## config.mk

```make
export PLATFORM = sky130hd
export DESIGN_NAME = xbar_system
export DESIGN_NICKNAME = d
export VERILOG_FILES = /design/src/design/xbar_pkg.sv /design/src/design/xbar_system.sv /design/src/design/xbar_slave_sink.sv /design/src/design/xbar_req_buffer.sv /design/src/design/xbar_addr_decoder.sv
export SDC_FILE = /design/constraint.sdc
export NUM_CORES = 1
export LEC_CHECK = 0
export ABC_AREA = 1
export BUFFER_PORTS_ARGS = -buffer_cell sky130_fd_sc_hd__buf_4
export CORE_AREA = 2 2 307 309
export CTS_CLUSTER_SIZE = 30
export DETAILED_ROUTE_END_ITERATION = 7
export DIE_AREA = 0 0 309 311
export GPL_ROUTABILITY_DRIVEN = 0
export SYNTH_ARGS = -nofsm -noshare
export SYNTH_HDL_FRONTEND = slang
export SYNTH_HIERARCHICAL = 1
export SYNTH_SLANG_ARGS = --single-unit
```

## constraint.sdc

```tcl
create_clock -name clock -period 11.6 [get_ports clock]
set_input_delay 2.9 -clock clock [delete_from_list [all_inputs] [get_ports clock]]
set_output_delay 2.9 -clock clock [all_outputs]
set_load 0.02 [all_outputs]
```

## src/design/xbar_pkg.sv

```systemverilog
`default_nettype none

package xbar_pkg;

    // Bus widths of the master side
    localparam int ADDR_WIDTH = 32;
    localparam int DATA_WIDTH = 32;

    // A write request carries address and data, a read request only the address
    localparam int WR_REQ_WIDTH = ADDR_WIDTH + DATA_WIDTH;
    localparam int RD_REQ_WIDTH = ADDR_WIDTH;

    // Top address nibble that selects each slave
    localparam logic [3:0] REGION_A = 4'h2;
    localparam logic [3:0] REGION_B = 4'h0;

    localparam logic [1:0] RESP_OKAY   = 2'd0;
    localparam logic [1:0] RESP_DECERR = 2'd3;

    // States shared by the write and read FSMs of the decoder
    localparam logic [1:0] ST_IDLE  = 2'd0;
    localparam logic [1:0] ST_ISSUE = 2'd1;
    localparam logic [1:0] ST_WAIT  = 2'd2;
    localparam logic [1:0] ST_RESP  = 2'd3;

    // One address word seen either as a whole or split into region and offset
    typedef union packed {
        logic [ADDR_WIDTH-1:0] raw;
        struct packed {
            logic [3:0]  region;
            logic [27:0] offset;
        } field;
    } xbar_addr_t;

endpackage

`default_nettype wire
```

## src/design/xbar_system.sv

```systemverilog
`timescale 1ns/10ps
`default_nettype none

module xbar_system
    import xbar_pkg::*;
(
    input  wire logic                  clock,
    input  wire logic                  rst,
    input  wire logic                  awvalid,
    input  wire logic [ADDR_WIDTH-1:0] awaddr,
    output logic                       awready,
    input  wire logic                  wvalid,
    input  wire logic [DATA_WIDTH-1:0] wdata,
    output logic                       wready,
    output logic                       bvalid,
    output logic [1:0]                 bresp,
    input  wire logic                  bready,
    input  wire logic                  arvalid,
    input  wire logic [ADDR_WIDTH-1:0] araddr,
    output logic                       arready,
    output logic                       rvalid,
    output logic [DATA_WIDTH-1:0]      rdata,
    output logic [1:0]                 rresp,
    input  wire logic                  rready,
    output logic [ADDR_WIDTH-1:0]      write_addr_a,
    output logic [DATA_WIDTH-1:0]      write_data_a,
    output logic [ADDR_WIDTH-1:0]      read_addr_a,
    output logic [ADDR_WIDTH-1:0]      write_addr_b,
    output logic [DATA_WIDTH-1:0]      write_data_b,
    output logic [ADDR_WIDTH-1:0]      read_addr_b
);

    // Decoder side of the request buffers
    logic                    wr_req_valid_a;
    logic [WR_REQ_WIDTH-1:0] wr_req_data_a;
    logic                    wr_req_ready_a;
    logic                    wr_req_valid_b;
    logic [WR_REQ_WIDTH-1:0] wr_req_data_b;
    logic                    wr_req_ready_b;
    logic                    rd_req_valid_a;
    logic [RD_REQ_WIDTH-1:0] rd_req_data_a;
    logic                    rd_req_ready_a;
    logic                    rd_req_valid_b;
    logic [RD_REQ_WIDTH-1:0] rd_req_data_b;
    logic                    rd_req_ready_b;

    // Sink side of the request buffers
    logic                    wr_valid_a;
    logic [WR_REQ_WIDTH-1:0] wr_data_a;
    logic                    wr_ready_a;
    logic                    wr_valid_b;
    logic [WR_REQ_WIDTH-1:0] wr_data_b;
    logic                    wr_ready_b;
    logic                    rd_valid_a;
    logic [RD_REQ_WIDTH-1:0] rd_addr_a;
    logic                    rd_ready_a;
    logic                    rd_valid_b;
    logic [RD_REQ_WIDTH-1:0] rd_addr_b;
    logic                    rd_ready_b;

    logic                    wr_done_a;
    logic                    wr_done_b;
    logic                    rd_done_a;
    logic                    rd_done_b;
    logic [DATA_WIDTH-1:0]   rd_data_a;
    logic [DATA_WIDTH-1:0]   rd_data_b;

    xbar_addr_decoder decoder (
        .clock(clock), .rst(rst),
        .awvalid(awvalid), .awaddr(awaddr), .awready(awready),
        .wvalid(wvalid), .wdata(wdata), .wready(wready),
        .bvalid(bvalid), .bresp(bresp), .bready(bready),
        .arvalid(arvalid), .araddr(araddr), .arready(arready),
        .rvalid(rvalid), .rdata(rdata), .rresp(rresp), .rready(rready),
        .wr_req_valid_a(wr_req_valid_a), .wr_req_data_a(wr_req_data_a),
        .wr_req_ready_a(wr_req_ready_a),
        .wr_req_valid_b(wr_req_valid_b), .wr_req_data_b(wr_req_data_b),
        .wr_req_ready_b(wr_req_ready_b),
        .rd_req_valid_a(rd_req_valid_a), .rd_req_data_a(rd_req_data_a),
        .rd_req_ready_a(rd_req_ready_a),
        .rd_req_valid_b(rd_req_valid_b), .rd_req_data_b(rd_req_data_b),
        .rd_req_ready_b(rd_req_ready_b),
        .wr_done_a(wr_done_a), .wr_done_b(wr_done_b),
        .rd_done_a(rd_done_a), .rd_done_b(rd_done_b),
        .rd_data_a(rd_data_a), .rd_data_b(rd_data_b)
    );

    xbar_req_buffer #(.WIDTH(WR_REQ_WIDTH)) wr_buf_a (
        .clock(clock), .rst(rst),
        .in_valid(wr_req_valid_a), .in_data(wr_req_data_a), .in_ready(wr_req_ready_a),
        .out_valid(wr_valid_a), .out_data(wr_data_a), .out_ready(wr_ready_a)
    );

    xbar_req_buffer #(.WIDTH(RD_REQ_WIDTH)) rd_buf_a (
        .clock(clock), .rst(rst),
        .in_valid(rd_req_valid_a), .in_data(rd_req_data_a), .in_ready(rd_req_ready_a),
        .out_valid(rd_valid_a), .out_data(rd_addr_a), .out_ready(rd_ready_a)
    );

    xbar_req_buffer #(.WIDTH(WR_REQ_WIDTH)) wr_buf_b (
        .clock(clock), .rst(rst),
        .in_valid(wr_req_valid_b), .in_data(wr_req_data_b), .in_ready(wr_req_ready_b),
        .out_valid(wr_valid_b), .out_data(wr_data_b), .out_ready(wr_ready_b)
    );

    xbar_req_buffer #(.WIDTH(RD_REQ_WIDTH)) rd_buf_b (
        .clock(clock), .rst(rst),
        .in_valid(rd_req_valid_b), .in_data(rd_req_data_b), .in_ready(rd_req_ready_b),
        .out_valid(rd_valid_b), .out_data(rd_addr_b), .out_ready(rd_ready_b)
    );

    xbar_slave_sink slave_a (
        .clock(clock), .rst(rst),
        .wr_valid(wr_valid_a), .wr_data(wr_data_a), .wr_ready(wr_ready_a),
        .rd_valid(rd_valid_a), .rd_data_in(rd_addr_a), .rd_ready(rd_ready_a),
        .wr_done(wr_done_a), .rd_done(rd_done_a), .rd_data(rd_data_a),
        .write_addr(write_addr_a), .write_data(write_data_a), .read_addr(read_addr_a)
    );

    xbar_slave_sink slave_b (
        .clock(clock), .rst(rst),
        .wr_valid(wr_valid_b), .wr_data(wr_data_b), .wr_ready(wr_ready_b),
        .rd_valid(rd_valid_b), .rd_data_in(rd_addr_b), .rd_ready(rd_ready_b),
        .wr_done(wr_done_b), .rd_done(rd_done_b), .rd_data(rd_data_b),
        .write_addr(write_addr_b), .write_data(write_data_b), .read_addr(read_addr_b)
    );

endmodule

`default_nettype wire

```

## src/design/xbar_slave_sink.sv

```systemverilog
`timescale 1ns/10ps
`default_nettype none

module xbar_slave_sink
    import xbar_pkg::*;
(
    input  wire logic                    clock,
    input  wire logic                    rst,
    input  wire logic                    wr_valid,
    input  wire logic [WR_REQ_WIDTH-1:0] wr_data,
    output logic                         wr_ready,
    input  wire logic                    rd_valid,
    input  wire logic [RD_REQ_WIDTH-1:0] rd_data_in,
    output logic                         rd_ready,
    output logic                         wr_done,
    output logic                         rd_done,
    output logic [DATA_WIDTH-1:0]        rd_data,
    output logic [ADDR_WIDTH-1:0]        write_addr,
    output logic [DATA_WIDTH-1:0]        write_data,
    output logic [ADDR_WIDTH-1:0]        read_addr
);

    logic accept_en;
    logic wr_fire;
    logic rd_fire;

    // Set on the first edge out of reset and held from then on
    always_ff @(posedge clock) begin
        if (rst) begin
            accept_en <= 1'b0;
        end else begin
            accept_en <= 1'b1;
        end
    end

    // A write in the same cycle wins and the read waits one more cycle
    assign wr_ready = accept_en;
    assign rd_ready = accept_en && !wr_valid;

    assign wr_fire = wr_valid && wr_ready;
    assign rd_fire = rd_valid && rd_ready;

    always_ff @(posedge clock) begin
        if (rst) begin
            wr_done    <= 1'b0;
            rd_done    <= 1'b0;
            write_addr <= '0;
            write_data <= '0;
            read_addr  <= '0;
            rd_data    <= '0;
        end else begin
            wr_done <= wr_fire;
            rd_done <= rd_fire;
            if (wr_fire) begin
                write_addr <= wr_data[WR_REQ_WIDTH-1:DATA_WIDTH];
                write_data <= wr_data[DATA_WIDTH-1:0];
            end
            if (rd_fire) begin
                read_addr <= rd_data_in;
                // Reads return whatever this slave last stored
                rd_data   <= write_data;
            end
        end
    end

    // Each request is answered by exactly one single-cycle pulse
    assert property (@(posedge clock) disable iff (rst) wr_done |=> !wr_done);
    assert property (@(posedge clock) disable iff (rst) rd_done |=> !rd_done);

endmodule

`default_nettype wire

```

## src/design/xbar_req_buffer.sv

```systemverilog
`timescale 1ns/10ps
`default_nettype none

module xbar_req_buffer #(
    parameter int WIDTH = 32
) (
    input  wire logic             clock,
    input  wire logic             rst,
    input  wire logic             in_valid,
    input  wire logic [WIDTH-1:0] in_data,
    output logic                  in_ready,
    output logic                  out_valid,
    output logic [WIDTH-1:0]      out_data,
    input  wire logic             out_ready
);

    logic [WIDTH-1:0] mem [0:1];
    logic             wr_ptr;
    logic             rd_ptr;
    logic [1:0]       count;
    logic             push;
    logic             pop;

    // Ready only drops once both slots hold a request
    assign in_ready  = (count != 2'd2);
    assign out_valid = (count != 2'd0);
    assign out_data  = mem[rd_ptr];

    assign push = in_valid && in_ready;
    assign pop  = out_valid && out_ready;

    always_ff @(posedge clock) begin
        if (rst) begin
            wr_ptr <= 1'b0;
            rd_ptr <= 1'b0;
            count  <= 2'd0;
        end else begin
            if (push) begin
                wr_ptr <= ~wr_ptr;
            end
            if (pop) begin
                rd_ptr <= ~rd_ptr;
            end
            case ({push, pop})
                2'b10:   count <= count + 2'd1;
                2'b01:   count <= count - 2'd1;
                default: count <= count;
            endcase
        end
    end

    // The incoming request lands in the slot at the write pointer
    always_ff @(posedge clock) begin
        if (push) begin
            mem[wr_ptr] <= in_data;
        end
    end

    // The head entry must not move while the sink is stalling it
    assert property (@(posedge clock) disable iff (rst)
        out_valid && !out_ready |=> out_valid && $stable(out_data));

endmodule

`default_nettype wire

```

## src/design/xbar_addr_decoder.sv

```systemverilog
`timescale 1ns/10ps
`default_nettype none

module xbar_addr_decoder
    import xbar_pkg::*;
(
    input  wire logic                    clock,
    input  wire logic                    rst,
    input  wire logic                    awvalid,
    input  wire logic [ADDR_WIDTH-1:0]   awaddr,
    output logic                         awready,
    input  wire logic                    wvalid,
    input  wire logic [DATA_WIDTH-1:0]   wdata,
    output logic                         wready,
    output logic                         bvalid,
    output logic [1:0]                   bresp,
    input  wire logic                    bready,
    input  wire logic                    arvalid,
    input  wire logic [ADDR_WIDTH-1:0]   araddr,
    output logic                         arready,
    output logic                         rvalid,
    output logic [DATA_WIDTH-1:0]        rdata,
    output logic [1:0]                   rresp,
    input  wire logic                    rready,
    output logic                         wr_req_valid_a,
    output logic [WR_REQ_WIDTH-1:0]      wr_req_data_a,
    input  wire logic                    wr_req_ready_a,
    output logic                         wr_req_valid_b,
    output logic [WR_REQ_WIDTH-1:0]      wr_req_data_b,
    input  wire logic                    wr_req_ready_b,
    output logic                         rd_req_valid_a,
    output logic [RD_REQ_WIDTH-1:0]      rd_req_data_a,
    input  wire logic                    rd_req_ready_a,
    output logic                         rd_req_valid_b,
    output logic [RD_REQ_WIDTH-1:0]      rd_req_data_b,
    input  wire logic                    rd_req_ready_b,
    input  wire logic                    wr_done_a,
    input  wire logic                    wr_done_b,
    input  wire logic                    rd_done_a,
    input  wire logic                    rd_done_b,
    input  wire logic [DATA_WIDTH-1:0]   rd_data_a,
    input  wire logic [DATA_WIDTH-1:0]   rd_data_b
);

    logic [1:0]            wr_state;
    logic [1:0]            rd_state;
    xbar_addr_t            aw_word;
    xbar_addr_t            ar_word;
    xbar_addr_t            wr_req_word;
    xbar_addr_t            rd_req_word;
    logic                  aw_fire;
    logic                  ar_fire;
    logic                  aw_hit_a;
    logic                  aw_hit_b;
    logic                  ar_hit_a;
    logic                  ar_hit_b;
    logic                  wr_sel_b;
    logic                  rd_sel_b;
    logic [WR_REQ_WIDTH-1:0] wr_payload;
    logic [RD_REQ_WIDTH-1:0] rd_payload;

    assign aw_word = awaddr;
    assign ar_word = araddr;
    assign aw_hit_a = (aw_word.field.region == REGION_A);
    assign aw_hit_b = (aw_word.field.region == REGION_B);
    assign ar_hit_a = (ar_word.field.region == REGION_A);
    assign ar_hit_b = (ar_word.field.region == REGION_B);

    // Address and data channels of a write are taken on the same edge
    assign aw_fire = awvalid && wvalid && (wr_state == ST_IDLE);
    assign awready = aw_fire;
    assign wready  = aw_fire;
    assign ar_fire = arvalid && (rd_state == ST_IDLE);
    assign arready = ar_fire;

    assign bvalid = (wr_state == ST_RESP);
    assign rvalid = (rd_state == ST_RESP);

    // Both slaves see the same payload and only the valid selects one
    assign wr_req_data_a  = wr_payload;
    assign wr_req_data_b  = wr_payload;
    assign rd_req_data_a  = rd_payload;
    assign rd_req_data_b  = rd_payload;
    assign wr_req_valid_a = (wr_state == ST_ISSUE) && !wr_sel_b;
    assign wr_req_valid_b = (wr_state == ST_ISSUE) && wr_sel_b;
    assign rd_req_valid_a = (rd_state == ST_ISSUE) && !rd_sel_b;
    assign rd_req_valid_b = (rd_state == ST_ISSUE) && rd_sel_b;

    assign wr_req_word = wr_payload[WR_REQ_WIDTH-1:DATA_WIDTH];
    assign rd_req_word = rd_payload;

    always_ff @(posedge clock) begin
        if (rst) begin
            wr_state <= ST_IDLE;
            wr_sel_b <= 1'b0;
        end else begin
            case (wr_state)
                ST_IDLE: begin
                    if (aw_fire) begin
                        wr_sel_b <= aw_hit_b;
                        // Unmapped regions skip the slaves entirely
                        wr_state <= (aw_hit_a || aw_hit_b) ? ST_ISSUE : ST_RESP;
                    end
                end
                ST_ISSUE: begin
                    if (wr_sel_b ? wr_req_ready_b : wr_req_ready_a) wr_state <= ST_WAIT;
                end
                ST_WAIT: begin
                    if (wr_sel_b ? wr_done_b : wr_done_a) wr_state <= ST_RESP;
                end
                default: begin
                    if (bready) wr_state <= ST_IDLE;
                end
            endcase
        end
    end

    always_ff @(posedge clock) begin
        if (rst) begin
            rd_state <= ST_IDLE;
            rd_sel_b <= 1'b0;
        end else begin
            case (rd_state)
                ST_IDLE: begin
                    if (ar_fire) begin
                        rd_sel_b <= ar_hit_b;
                        rd_state <= (ar_hit_a || ar_hit_b) ? ST_ISSUE : ST_RESP;
                    end
                end
                ST_ISSUE: begin
                    if (rd_sel_b ? rd_req_ready_b : rd_req_ready_a) rd_state <= ST_WAIT;
                end
                ST_WAIT: begin
                    if (rd_sel_b ? rd_done_b : rd_done_a) rd_state <= ST_RESP;
                end
                default: begin
                    if (rready) rd_state <= ST_IDLE;
                end
            endcase
        end
    end

    always_ff @(posedge clock) begin
        if (aw_fire) begin
            wr_payload <= {awaddr, wdata};
            bresp      <= (aw_hit_a || aw_hit_b) ? RESP_OKAY : RESP_DECERR;
        end
        if (ar_fire) begin
            rd_payload <= araddr;
            rresp      <= (ar_hit_a || ar_hit_b) ? RESP_OKAY : RESP_DECERR;
            rdata      <= '0;
        end else if ((rd_state == ST_WAIT) && (rd_sel_b ? rd_done_b : rd_done_a)) begin
            rdata <= rd_sel_b ? rd_data_b : rd_data_a;
        end
    end

    // A response stays on the bus with its payload until the master takes it
    assert property (@(posedge clock) disable iff (rst)
        bvalid && !bready |=> bvalid && $stable(bresp));
    assert property (@(posedge clock) disable iff (rst)
        rvalid && !rready |=> rvalid && $stable(rresp) && $stable(rdata));

    // A request reaches only the slave named by its region and never both slaves at once
    assert property (@(posedge clock) disable iff (rst)
        wr_req_valid_a |-> (wr_req_word.field.region == REGION_A));
    assert property (@(posedge clock) disable iff (rst)
        wr_req_valid_b |-> (wr_req_word.field.region == REGION_B));
    assert property (@(posedge clock) disable iff (rst)
        rd_req_valid_a |-> (rd_req_word.field.region == REGION_A));
    assert property (@(posedge clock) disable iff (rst)
        rd_req_valid_b |-> (rd_req_word.field.region == REGION_B));

endmodule

`default_nettype wire

```

# Word level (Yosys, flattened, before mapping)
# Memories as Yosys holds them, arrays and structs flattened. A register that Yosys moved wholly into a read port is not among the register bits.
# Index checks and enable logic that the tools add are counted.
# word_totals
register_bits	223
ram_bits	384
input_bits	103
output_inout_bits	233
memories	4
# op_classes
add_sub_neg	8
n_eq_ne	26
n_mux	32
bitwise	8
reduce_logical	42
# mem_list
name	words	word_bits	rd	rd_clocked_by_memory_dff	wr	line_no	text
wr_buf_a.mem	2	64	1	1	1	xbar_req_buffer.sv:17	logic [WIDTH-1:0] mem [0:1];
wr_buf_b.mem	2	64	1	1	1	xbar_req_buffer.sv:17	
rd_buf_a.mem	2	32	1	1	1	xbar_req_buffer.sv:17	
rd_buf_b.mem	2	32	1	1	1	xbar_req_buffer.sv:17	
# ops
op	n
32-bit two-way mux	1
2-bit two-way mux	12
1-bit logical AND	18
2-bit == test (second input constant)	8
2-bit != test (second input constant)	8
2-bit one-hot mux with 2 select lines	4
2-bit nonzero test	8
1-bit two-way mux	13
2-bit by 1-bit == test with 1-bit output (second input constant)	6
2-bit one-hot mux with 3 select lines	2
2-bit by 1-bit adder with 2-bit output (second input constant)	4
4-bit by 2-bit == test with 1-bit output (second input constant)	2
4-bit zero test	2
1-bit NOT	8
4-bit AND reduction	2
4-bit nonzero test	2
2-bit by 1-bit subtractor with 2-bit output (second input constant)	4
1-bit zero test	4
2-bit zero test	2
2-bit by 1-bit != test with 1-bit output (second input constant)	2
2-bit AND reduction	2
1-bit logical OR	2

# Depth between registers and ports, before layout
# Gate-level depths: netlist of run 1.
# logic_depth
word_depth	6
mapped_depth	11
mapped_depth_nobuf	11

# Hierarchy
# Netlist of run 1, hierarchy kept.
# by_module_without_submodules
mod	n_inst	cells_per_inst	area_per_inst_um2	seq_area_each_um2
xbar_req_buffer at wr_buf_a ...	2	237	5162.5	3943.8
xbar_slave_sink	2	693	4914.7	2622.5
xbar_addr_decoder	1	540	5808.1	3703.6
xbar_req_buffer at rd_buf_a ...	2	138	2710.1	2021.9

# Worst setup path after synthesis of run 1
# Ideal clock, no wire load.
# synth_path
path_kind	in2out
startpoint	in awvalid
endpoint	out wready
arrival_ps	5223
required_time_ps	8700
path_slack_ps	3477
stages	3
path_cell_list	nand2_1 -> nor2_2 -> buf_4
# synth_via
elab_chain_len	2
# synth_rtl
item	line_no	text
start, declared	xbar_system.sv:9	input wire logic awvalid,
1-bit logical AND (2 in series)	xbar_addr_decoder.sv:70	assign aw_fire = awvalid && wvalid && (wr_state == ST_IDLE);
end, declared	xbar_system.sv:14	output logic wready,
# No other way between the ends.

# Worst setup path after layout of run 1
# Ends and elaborated chain as after synthesis.

==> results of run 1 <==
## placed cells by master (no fill, tap or decap), types with 2 or more instances in the layout
cell type,instances
mux2_4,180
clkbuf_8,9
dfxtp_2,3
edfxtp_1,482
a21oi_1,9
inv_6,3
clkinv_2,13
nand4_1,4
clkbuf_1,18
dfxtp_4,2
clkbuf_16,92
nand3_4,2
ha_1,14
clkinvlp_4,6
dfxtp_1,315
nor2_4,9
nand3_1,4
clkinv_1,11
bufinv_16,8
o21ai_1,45
o21ai_0,128
nand2_2,6
clkinv_4,3
nand2_1,411
nor2_1,639
mux2_2,12
inv_4,4
diode_2,3
inv_1,177
buf_4,360
inv_2,7
## registers in the layout (all words and copies together) (netlist names), 32 cells and up, named ones only
name                   cells
decoder/rdata             32
wr_buf_a/mem             128
decoder/rd_req_data_a     32
wr_buf_b/mem             128
slave_b/read_addr         32
slave_b/write_data        32
slave_b/rd_data           32
rd_buf_a/mem              64
slave_a/rd_data           32
decoder/wr_req_data_a     64
slave_a/write_addr        32
slave_b/write_addr        32
slave_a/write_data        32
rd_buf_b/mem              64
slave_a/read_addr         32
## metrics by stage
| step | cells | worst slack (ns) |
|---|---|---|
| after floorplan | 2676 | 3.477 |
| after global placement | 4071 | 4.283 |
| after detailed placement | 4071 | 4.280 |
| after CTS | 4235 | 4.269 |
| after global routing | 4237 | 4.231 |
| final | 4238 | 4.349 |
## power by group
group	internal (mW)	switching [mW]	leakage, nW
logic	0.608	0.943	6.70
clock network	1.69	1.14	1.44
registers	3.46	0.218	6.98
total	5.76	2.30	15.1
## layout make-up
type	instances	share of cell area, %
sequential	802	56.51
tap	1254	4.244
inverter	188	1.936
timing repair buffer	360	7.310
clock inverter	45	1.283
multi-input combinational	1467	21.95
antenna	3	0.02031
clock buffer	119	6.745
## how the worst min path moves through the flow
stage	from	endpoint	slack, ns	depth (start not counted)
floorplan	decoder/rd_req_data_a[0]	rd_buf_a/mem[0][0]	0.45	0
global placement	slave_b/write_addr[31]	slave_b/write_addr[31]	0.47	2
detailed placement	decoder/rdata[1]	decoder/rdata[1]	0.47	2
CTS	decoder/rdata[1]	decoder/rdata[1]	0.49	2
global route	decoder/rdata[1]	decoder/rdata[1]	0.50	2
finish	decoder/rdata[19]	decoder/rdata[19]	0.48	2
## worst register-to-register path, cell delays in order, from the launching register on
cell,delay (ns)
dfxtp_1,0.35
inv_1,0.09
ha_1,0.20
inv_1,0.05
nor2_1,0.11
nand2_1,0.18
nor2_4,0.83
buf_4,0.71
## cell families after synthesis
kind of cell	share of synthesized area, %
AO/OA/AOI/OAI	2.950
buffers and inverters	7.862
multiplexers	9.042
AND/OR/NAND/NOR	13.05
adder cells (fa/ha/maj)	0.5582
flip-flops	66.53
## metal layers
| metal | share of wire (%) | vias to the layer above | track usage (%) |
|---|---|---|---|
| li1 | - | 9114 | - |
| met1 | 42 | 8638 | 18.24 |
| met2 | 47 | 440 | 25.41 |
| met3 | 7.7 | 140 | 5.067 |
| met4 | 3.3 | 10 | 5.869 |
| met5 | 0.084 | - | 0 |
==> key figures, run 1 <==
Worst setup path
  – Worst Setup SP: awvalid
  – Slowest CP cell: nor2_4
  – Worst-path cell chain: buf_4 > nand2_1 > nor2_4 > buf_4 > buf_4
  – Worst setup EP type: output pin
  – WP buf/inv: 3
  – CP max FO: 22
  – Crit path required time: 8.70 ns
  – R2r setup slk: 8.65 ns
  – Critical Path Stages: 5
  – R2R Path End: wr_buf_a/mem[0][45]
  – Crit path DAT: 4.35 ns
  – Top delay family on crit path: buffers and inverters
  – Critical path class: primary input to output pin
  – Most used cell, CP: buf_4
  – Largest stage delay, worst path: 0.54 ns
  – Setup crit end: wready
  – Worst setup SP type: primary input
  – RR Startpoint: decoder/wr_state[1]
  – Worst reg2reg path depth: 7

Timing
  – Hold Slack: 0.4809 ns
  – Final setup violation count: 0
  – FMAX: 137.9 MHz
  – Clock skew after layout: 0.02184 ns
  – Worst Tran Pin Value: 1.155 ns
  – Final Max Tran Viols: 0
  – Relative slew slack: 23.00%
  – Final period util: 62.50%
  – Final Hold Viols: 0
  – Period minus WS final: 7.251 ns
  – Final setup TNS: 0 ns
  – RSZ-0062 raised after global routing: no

Drt
  – Post-DRT Antenna Nets: 0
  – Via/cell ratio: 4.328
  – Drt pass-1 iters: 5
  – First DRT Iteration DRCs: 1084
  – Final WL: 74630 um
  – DR WL/cell: 17.61 um
  – DRC Markers: 0
  – Via count: 18340

Pwr
  – PD cells: 217.9 mW/mm^2
  – Pwr Total: 8.054 mW
  – Pleak: 15.12 nW
  – Peak VDD IR: 0.0001415 V

Synth
  – Synthesized flop and latch total: 802
  – Synth warn: 6
  – Avg Cell Area, Syn: 11.73 um^2
  – Synthesized cell area: 0.03138 mm^2
  – Top-count cell post-synth: nor2_1
  – Synth Flop Type: edfxtp_1
  – Yosys top cell area share: 46.12%
  – Seq/Total Area, Yosys: 66.53%
  – Synth cell types: 28
  – Synth top area cells: edfxtp_1 (46%), dfxtp_1 (20%), mux2_4 (8.6%)
  – Post-synth EDFFs: 482
  – Synth Net Count: 2793
  – Synth Instances: 2676
  – Share of flip-flops with an asynchronous set or reset: 0%
  – Synth top cells by count: nor2_1 (647), edfxtp_1 (482), nand2_1 (411)
  – Cell taking the most area after synthesis: edfxtp_1

Finish
  – Number of nets in the layout: 3025
  – Share of layout cells above drive strength 1: 24.19%
  – Fillers: 8955
  – Seq. cell area: 0.02089 mm^2
  – Area of the multi-input gates: 0.008115 mm^2
  – Area Growth Syn to Fin: 17.80%
  – Post-layout util: 39.85%
  – Design Area, Final: 0.03697 mm^2

Clocking
  – Inserted Clock Buffers: 89
  – Clk sinks: 802
  – CTS resizes: 0
  – CTS tree: built
  – Post-CTS setup buffers: 0
  – Root Driver: clkbuf_16
  – Max Root-Sink Buffers: 3
  – Clock slew at reported path FFs: 0.06 ns
  – Clk Latency, worst-skew pair: 0.64 ns
  – Hold buffer count at cts: 0
  – Clock H-tree levels: 3

Global route
  – Grt ovf: 0
  – Tot GR Track Use: 15.29%
  – Global-route wire length before repair: 110300 um
  – Largest net degree at the start of global routing: 87
  – Initial antenna violation count: 8
  – Number of global-route vias before repair: 17930

Floorplanning
  – I/O Pins: 336
  – DIE HEIGHT: 311 um
  – Core ar.: 0.09277 mm^2
  – Die Area: 0.09610 mm^2
  – Die W: 309 um
  – Starting Density: 33.83%
  – FP Rows: 112

Place
  – Placed wire-length estimate: 43950 um
  – Dpl cell area: 0.03399 mm^2
  – PortBufs: 335

Run status
  – Outcome: complete, no violations

Run
  – Max Cap Viol: 0

Hold path
  – Min-delay worst type: register to register
No activity file was read; power rests on OpenSTA's default activity.
==> run 2: changes to the inputs <==
Clock period 11.6 ns to 7.2 ns, I/O delays scaled along.
==> run 2 against run 1 <==
Sequential power rose by 61%. Final cell count barely moved. Critical path depth fell by 1. Via count barely moved. Hold slack got worse by 0.0022 ns. Wire length barely moved. Register-to-register slack got worse by 4.4 ns. First-iteration DRC count rose by 11%. Flip-flop and latch count did not move. Sequential share of layout area fell by 0.067 points. Largest cell class unchanged. Highest routed layer unchanged.
==> key figures, run 2 (synthesis results as in run 1) <==
Clocking
  – Clk Latency, worst-skew pair: 0.64 ns
  – CTS tree: built
  – Clk sinks: 802
  – Clock H-tree levels: 3
  – CTS resizes: 0
  – Hold buffer count at cts: 0
  – Max Root-Sink Buffers: 3
  – Post-CTS setup buffers: 0
  – Inserted Clock Buffers: 89
  – Clock slew at reported path FFs: 0.06 ns
  – Root Driver: clkbuf_16

Timing
  – FMAX: 206.7 MHz
  – Final Hold Viols: 0
  – Final Max Tran Viols: 0
  – Final setup TNS: 0 ns
  – Final worst slack: 2.363 ns
  – Worst Tran Pin Value: 1.133 ns
  – Final period util: 67.18%
  – Relative slew slack: 24.44%
  – Clock skew after layout: 0.02805 ns
  – Final setup violation count: 0
  – RSZ-0062 raised after global routing: no
  – Period minus WS final: 4.837 ns

Worst setup path
  – Worst setup EP type: output pin
  – CP max FO: 37
  – R2R Path End: decoder/wr_req_data_a[8]
  – Worst reg2reg path depth: 6
  – Worst setup SP type: primary input
  – Crit path required time: 5.40 ns
  – Crit path DAT: 3.04 ns
  – R2r setup slk: 4.27 ns
  – RR Startpoint: decoder/wr_state[0]
  – Critical path class: primary input to output pin

Place
  – Inst Count DP: 4070
  – Placed wire-length estimate: 43460 um
  – Dpl cell area: 0.03399 mm^2
  – Place WS: 2.308 ns
  – PortBufs: 335

Finish
  – Design Area, Final: 0.03701 mm^2
  – Fillers: 8937
  – Most common cell after layout, fill and taps aside: nor2_1
  – Area of the multi-input gates: 0.008115 mm^2
  – Share of layout cells above drive strength 1: 24.05%
  – Area Growth Syn to Fin: 17.94%
  – Regs by FF count: wr_buf_a/mem: 128 flops, wr_buf_b/mem: 128 flops
  – Most frequent cells in the layout: nor2_1 (639), edfxtp_1 (482), nand2_1 (411)
  – Number of nets in the layout: 3024
  – Post-Layout Cell Count: 4236
  – Seq. cell area: 0.02089 mm^2

Floorplanning
  – DIE HEIGHT: 311 um
  – Die W: 309 um
  – I/O Pins: 336
  – Core ar.: 0.09277 mm^2
  – Die Area: 0.09610 mm^2
  – FP Rows: 112
  – Starting Density: 33.83%

Drt
  – First DRT Iteration DRCs: 1200
  – Via count: 18330
  – DRC Markers: 0
  – Drt pass-1 iters: 5
  – Final WL: 74650 um
  – Post-DRT Antenna Nets: 0
  – DR WL/cell: 17.62 um
  – Via/cell ratio: 4.326

Hold path
  – Hold Startpoint: slave_a/write_addr[17]
  – Worst Hold Endpoint: slave_a/write_addr[17]
  – Hold Crit Depth: 2
  – Min-delay worst type: register to register

Pwr
  – Peak VDD IR: 0.0002247 V
  – Pleak: 15.15 nW
  – PD cells: 353.4 mW/mm^2

Global route
  – Largest net degree at the start of global routing: 97
  – Tot GR Track Use: 15.29%
  – Number of global-route vias before repair: 18070
  – Grt ovf: 0
  – Global-route wire length before repair: 110500 um
  – Initial antenna violation count: 6

Run
  – Max Cap Viol: 0

Run status
  – Outcome: complete, no violations
==> run 2: metal layers <==
| layer | vias to the layer above | global-route usage (%) | routed length [um] |
|---|---|---|---|
| met5 | - | 0 | 68 |
| met1 | 8606 | 18.28 | 31090 |
| met2 | 466 | 25.51 | 35590 |
| met3 | 131 | 4.904 | 5662 |
| met4 | 10 | 5.825 | 2237 |
| li1 | 9114 | - | - |
==> run 2: cell type report <==
cell class                      count  area share, %
Tap cell                         1254          4.239
Clock inverter                     48          1.535
Antenna cell                        1       0.006761
Multi-Input combinational cell   1467          21.93
Inverter                          188          1.934
Clock buffer                      117          6.636
Sequential cell                   802          56.44
Timing Repair Buffer              359          7.281
==> run 2: stage by stage <==
step | hold WS [ns] | total power [mW] | utilization (%)
6_report | 0.4787 | 13.08 | 39.90
5_1_grt | 0.5004 | 13.73 | 39.90
4_1_cts | 0.4793 | 13.29 | 39.90
3_5_place_dp | 0.4727 | 8.553 | 36.64
3_3_place_gp | 0.4662 | 8.516 | 36.64
2_1_floorplan | 0.4463 | 7.760 | -
==> run 2: worst max-delay path by stage <==
stage,start,cells past startpoint,slack [ns],to
finish,arvalid,4,2.36,arready
CTS,awvalid,4,2.30,wready
global placement,arvalid,4,2.25,arready
global route,arvalid,4,2.25,arready
floorplan,awvalid,3,1.28,wready
detailed placement,awvalid,4,2.31,wready
==> run 2: power by group <==
group	switching (mW)	total [mW]	internal, mW
registers	0.344	5.92	5.57
clock network	1.83	4.67	2.83
logic	1.52	2.50	0.975
==> run 2: worst max-delay path: stages <==
cell	delay, ns
buf_4	0.10
nand2_1	0.07
inv_2	0.72
buf_4	0.28
==> run 3: changes to the inputs <==
Clock period 7.2 ns to 5.1 ns, I/O delays scaled along.
==> run 3 against run 2 <==
Wire length rose by 1.1%. Global-route usage up 0.19 points. Total power is 38% higher. Final cell count is 0.26% higher. Combinational power increased by 42%. Hold slack better by 0.0051 ns. Sequential power rose by 41%. Flip-flop and latch count did not move. Clock skew shrank 0.0022 ns.
==> key figures, run 3 (synthesis results as in run 1) <==
Run status
  – Outcome: complete, no violations

Clocking
  – Hold buffer count at cts: 0
  – Clk sinks: 802
  – Max Root-Sink Buffers: 3
  – Clk Latency, worst-skew pair: 0.64 ns
  – Clock H-tree levels: 3
  – Root Driver: clkbuf_16
  – Clock slew at reported path FFs: 0.06 ns
  – CTS resizes: 0
  – Post-CTS setup buffers: 0
  – Inserted Clock Buffers: 87
  – CTS tree: built

Worst setup path
  – Worst setup EP type: output pin
  – CP max FO: 5
  – Worst setup SP type: primary input
  – Critical path class: primary input to output pin
  – Crit path DAT: 2.06 ns
  – Crit path required time: 3.83 ns

Finish
  – Design Area, Final: 0.03688 mm^2
  – Post-Layout Cell Count: 4247
  – Post-layout util: 39.76%
  – Number of nets in the layout: 3034
  – Most frequent cells in the layout: nor2_1 (639), edfxtp_1 (482), nand2_1 (411)
  – Share of layout cells above drive strength 1: 24.35%
  – Fillers: 8916
  – Most common cell after layout, fill and taps aside: nor2_1
  – Area Growth Syn to Fin: 17.53%
  – Regs by FF count: wr_buf_a/mem: 128 flops, wr_buf_b/mem: 128 flops

Drt
  – Final WL: 75470 um
  – Max Used Layer: met5
  – Drt pass-1 iters: 5
  – DR WL/cell: 17.77 um
  – DRC Markers: 0
  – Met2 WL: 36200 um
  – Via count: 18480
  – Via/cell ratio: 4.351
  – Met3 WL: 5864 um
  – Wl on met1: 31220 um
  – Post-DRT Antenna Nets: 0
  – First DRT Iteration DRCs: 1379

Timing
  – Final Hold Viols: 0
  – Final worst slack: 1.766 ns
  – Final setup TNS: 0 ns
  – Final setup violation count: 0
  – FMAX: 299.9 MHz
  – Final period util: 65.38%
  – Worst Tran Pin Value: 1.030 ns
  – Final Max Tran Viols: 0
  – Period minus WS final: 3.334 ns
  – Hold Slack: 0.4839 ns
  – RSZ-0062 raised after global routing: no
  – Relative slew slack: 31.34%
  – Clock skew after layout: 0.02588 ns

Pwr
  – Pleak: 15.10 nW
  – Reg power frac: 46.4%
  – Psw: 5.200 mW
  – Logic gate share of total power: 19.7%
  – Internal Pwr Total: 12.83 mW
  – Sw frac: 28.83%
  – Pwr Total: 18.03 mW
  – PD cells: 489.0 mW/mm^2
  – Peak VDD IR: 0.0002999 V
  – Clock power share: 33.9%

Global route
  – Global-route wire length before repair: 111100 um
  – Grt ovf: 0
  – Largest net degree at the start of global routing: 68
  – Number of global-route vias before repair: 18010
  – Initial antenna violation count: 10
  – Tot GR Track Use: 15.48%

Floorplanning
  – Die Area: 0.09610 mm^2
  – DIE HEIGHT: 311 um
  – Core ar.: 0.09277 mm^2
  – Starting Density: 33.83%
  – I/O Pins: 336
  – FP Rows: 112
  – Die W: 309 um

Place
  – Inst Count DP: 4082
  – PortBufs: 335
  – Place WS: 1.694 ns
  – Dpl cell area: 0.03408 mm^2
  – Placed wire-length estimate: 45840 um

Run
  – Max Cap Viol: 0

Hold path
  – Min-delay worst type: register to register
run 3: cell count changes in the layout (fill, tap and decap cells not counted), moves of 2 or more:
| cell | delta |
|---|---|
| bufinv_16 | -7 |
| clkbuf_8 | +2 |
| clkbuf_16 | -3 |
| clkinv_1 | -2 |
| buf_4 | +12 |
| diode_2 | +2 |
| clkinv_2 | +7 |
run 3: area by class of cell:
| class | count | area (um^2) | share of cell area [%] |
|---|---|---|---|
| antenna | 3 | 7.507 | 0.02035 |
| clock buffer | 116 | 2409 | 6.530 |
| clock inverter | 46 | 390.4 | 1.058 |
| inverter | 188 | 715.7 | 1.940 |
| multi-input combinational | 1467 | 8115 | 22.00 |
| sequential | 802 | 20890 | 56.64 |
| tap | 1254 | 1569 | 4.254 |
| timing repair buffer | 371 | 2785 | 7.551 |
run 3: routing by layer:
layer	global-route usage, %	vias to the layer above
met5	0	-
met3	4.822	116
met1	18.67	8765
li1	-	9126
met4	5.803	14
met2	25.81	458
run 3: worst paths after layout:
| check | cells past startpoint | startpoint | end | slack, ns |
|---|---|---|---|---|
| worst max register to register | 7 | decoder/rd_sel_b | decoder/rdata[13] | 2.28 |
| worst max-delay path | 4 | awvalid | wready | 1.77 |
| worst min register to register | 2 | decoder/rdata[17] | decoder/rdata[17] | 0.48 |
| worst min-delay path | 2 | decoder/rdata[17] | decoder/rdata[17] | 0.48 |
run 3: worst max-delay path, stage by stage:
cell	delay (ns)
buf_4	0.08
nand2_1	0.09
nor2_4	0.38
buf_4	0.23
run 3: power groups by stage:
stage	clock network [mW]	logic, mW	registers [mW]
after floorplan	0	2.28	8.67
after global placement	0	3.57	8.47
after detailed placement	0	3.60	8.51
after CTS	6.31	3.62	8.38
after global routing	6.56	3.93	8.46
final	6.12	3.54	8.37
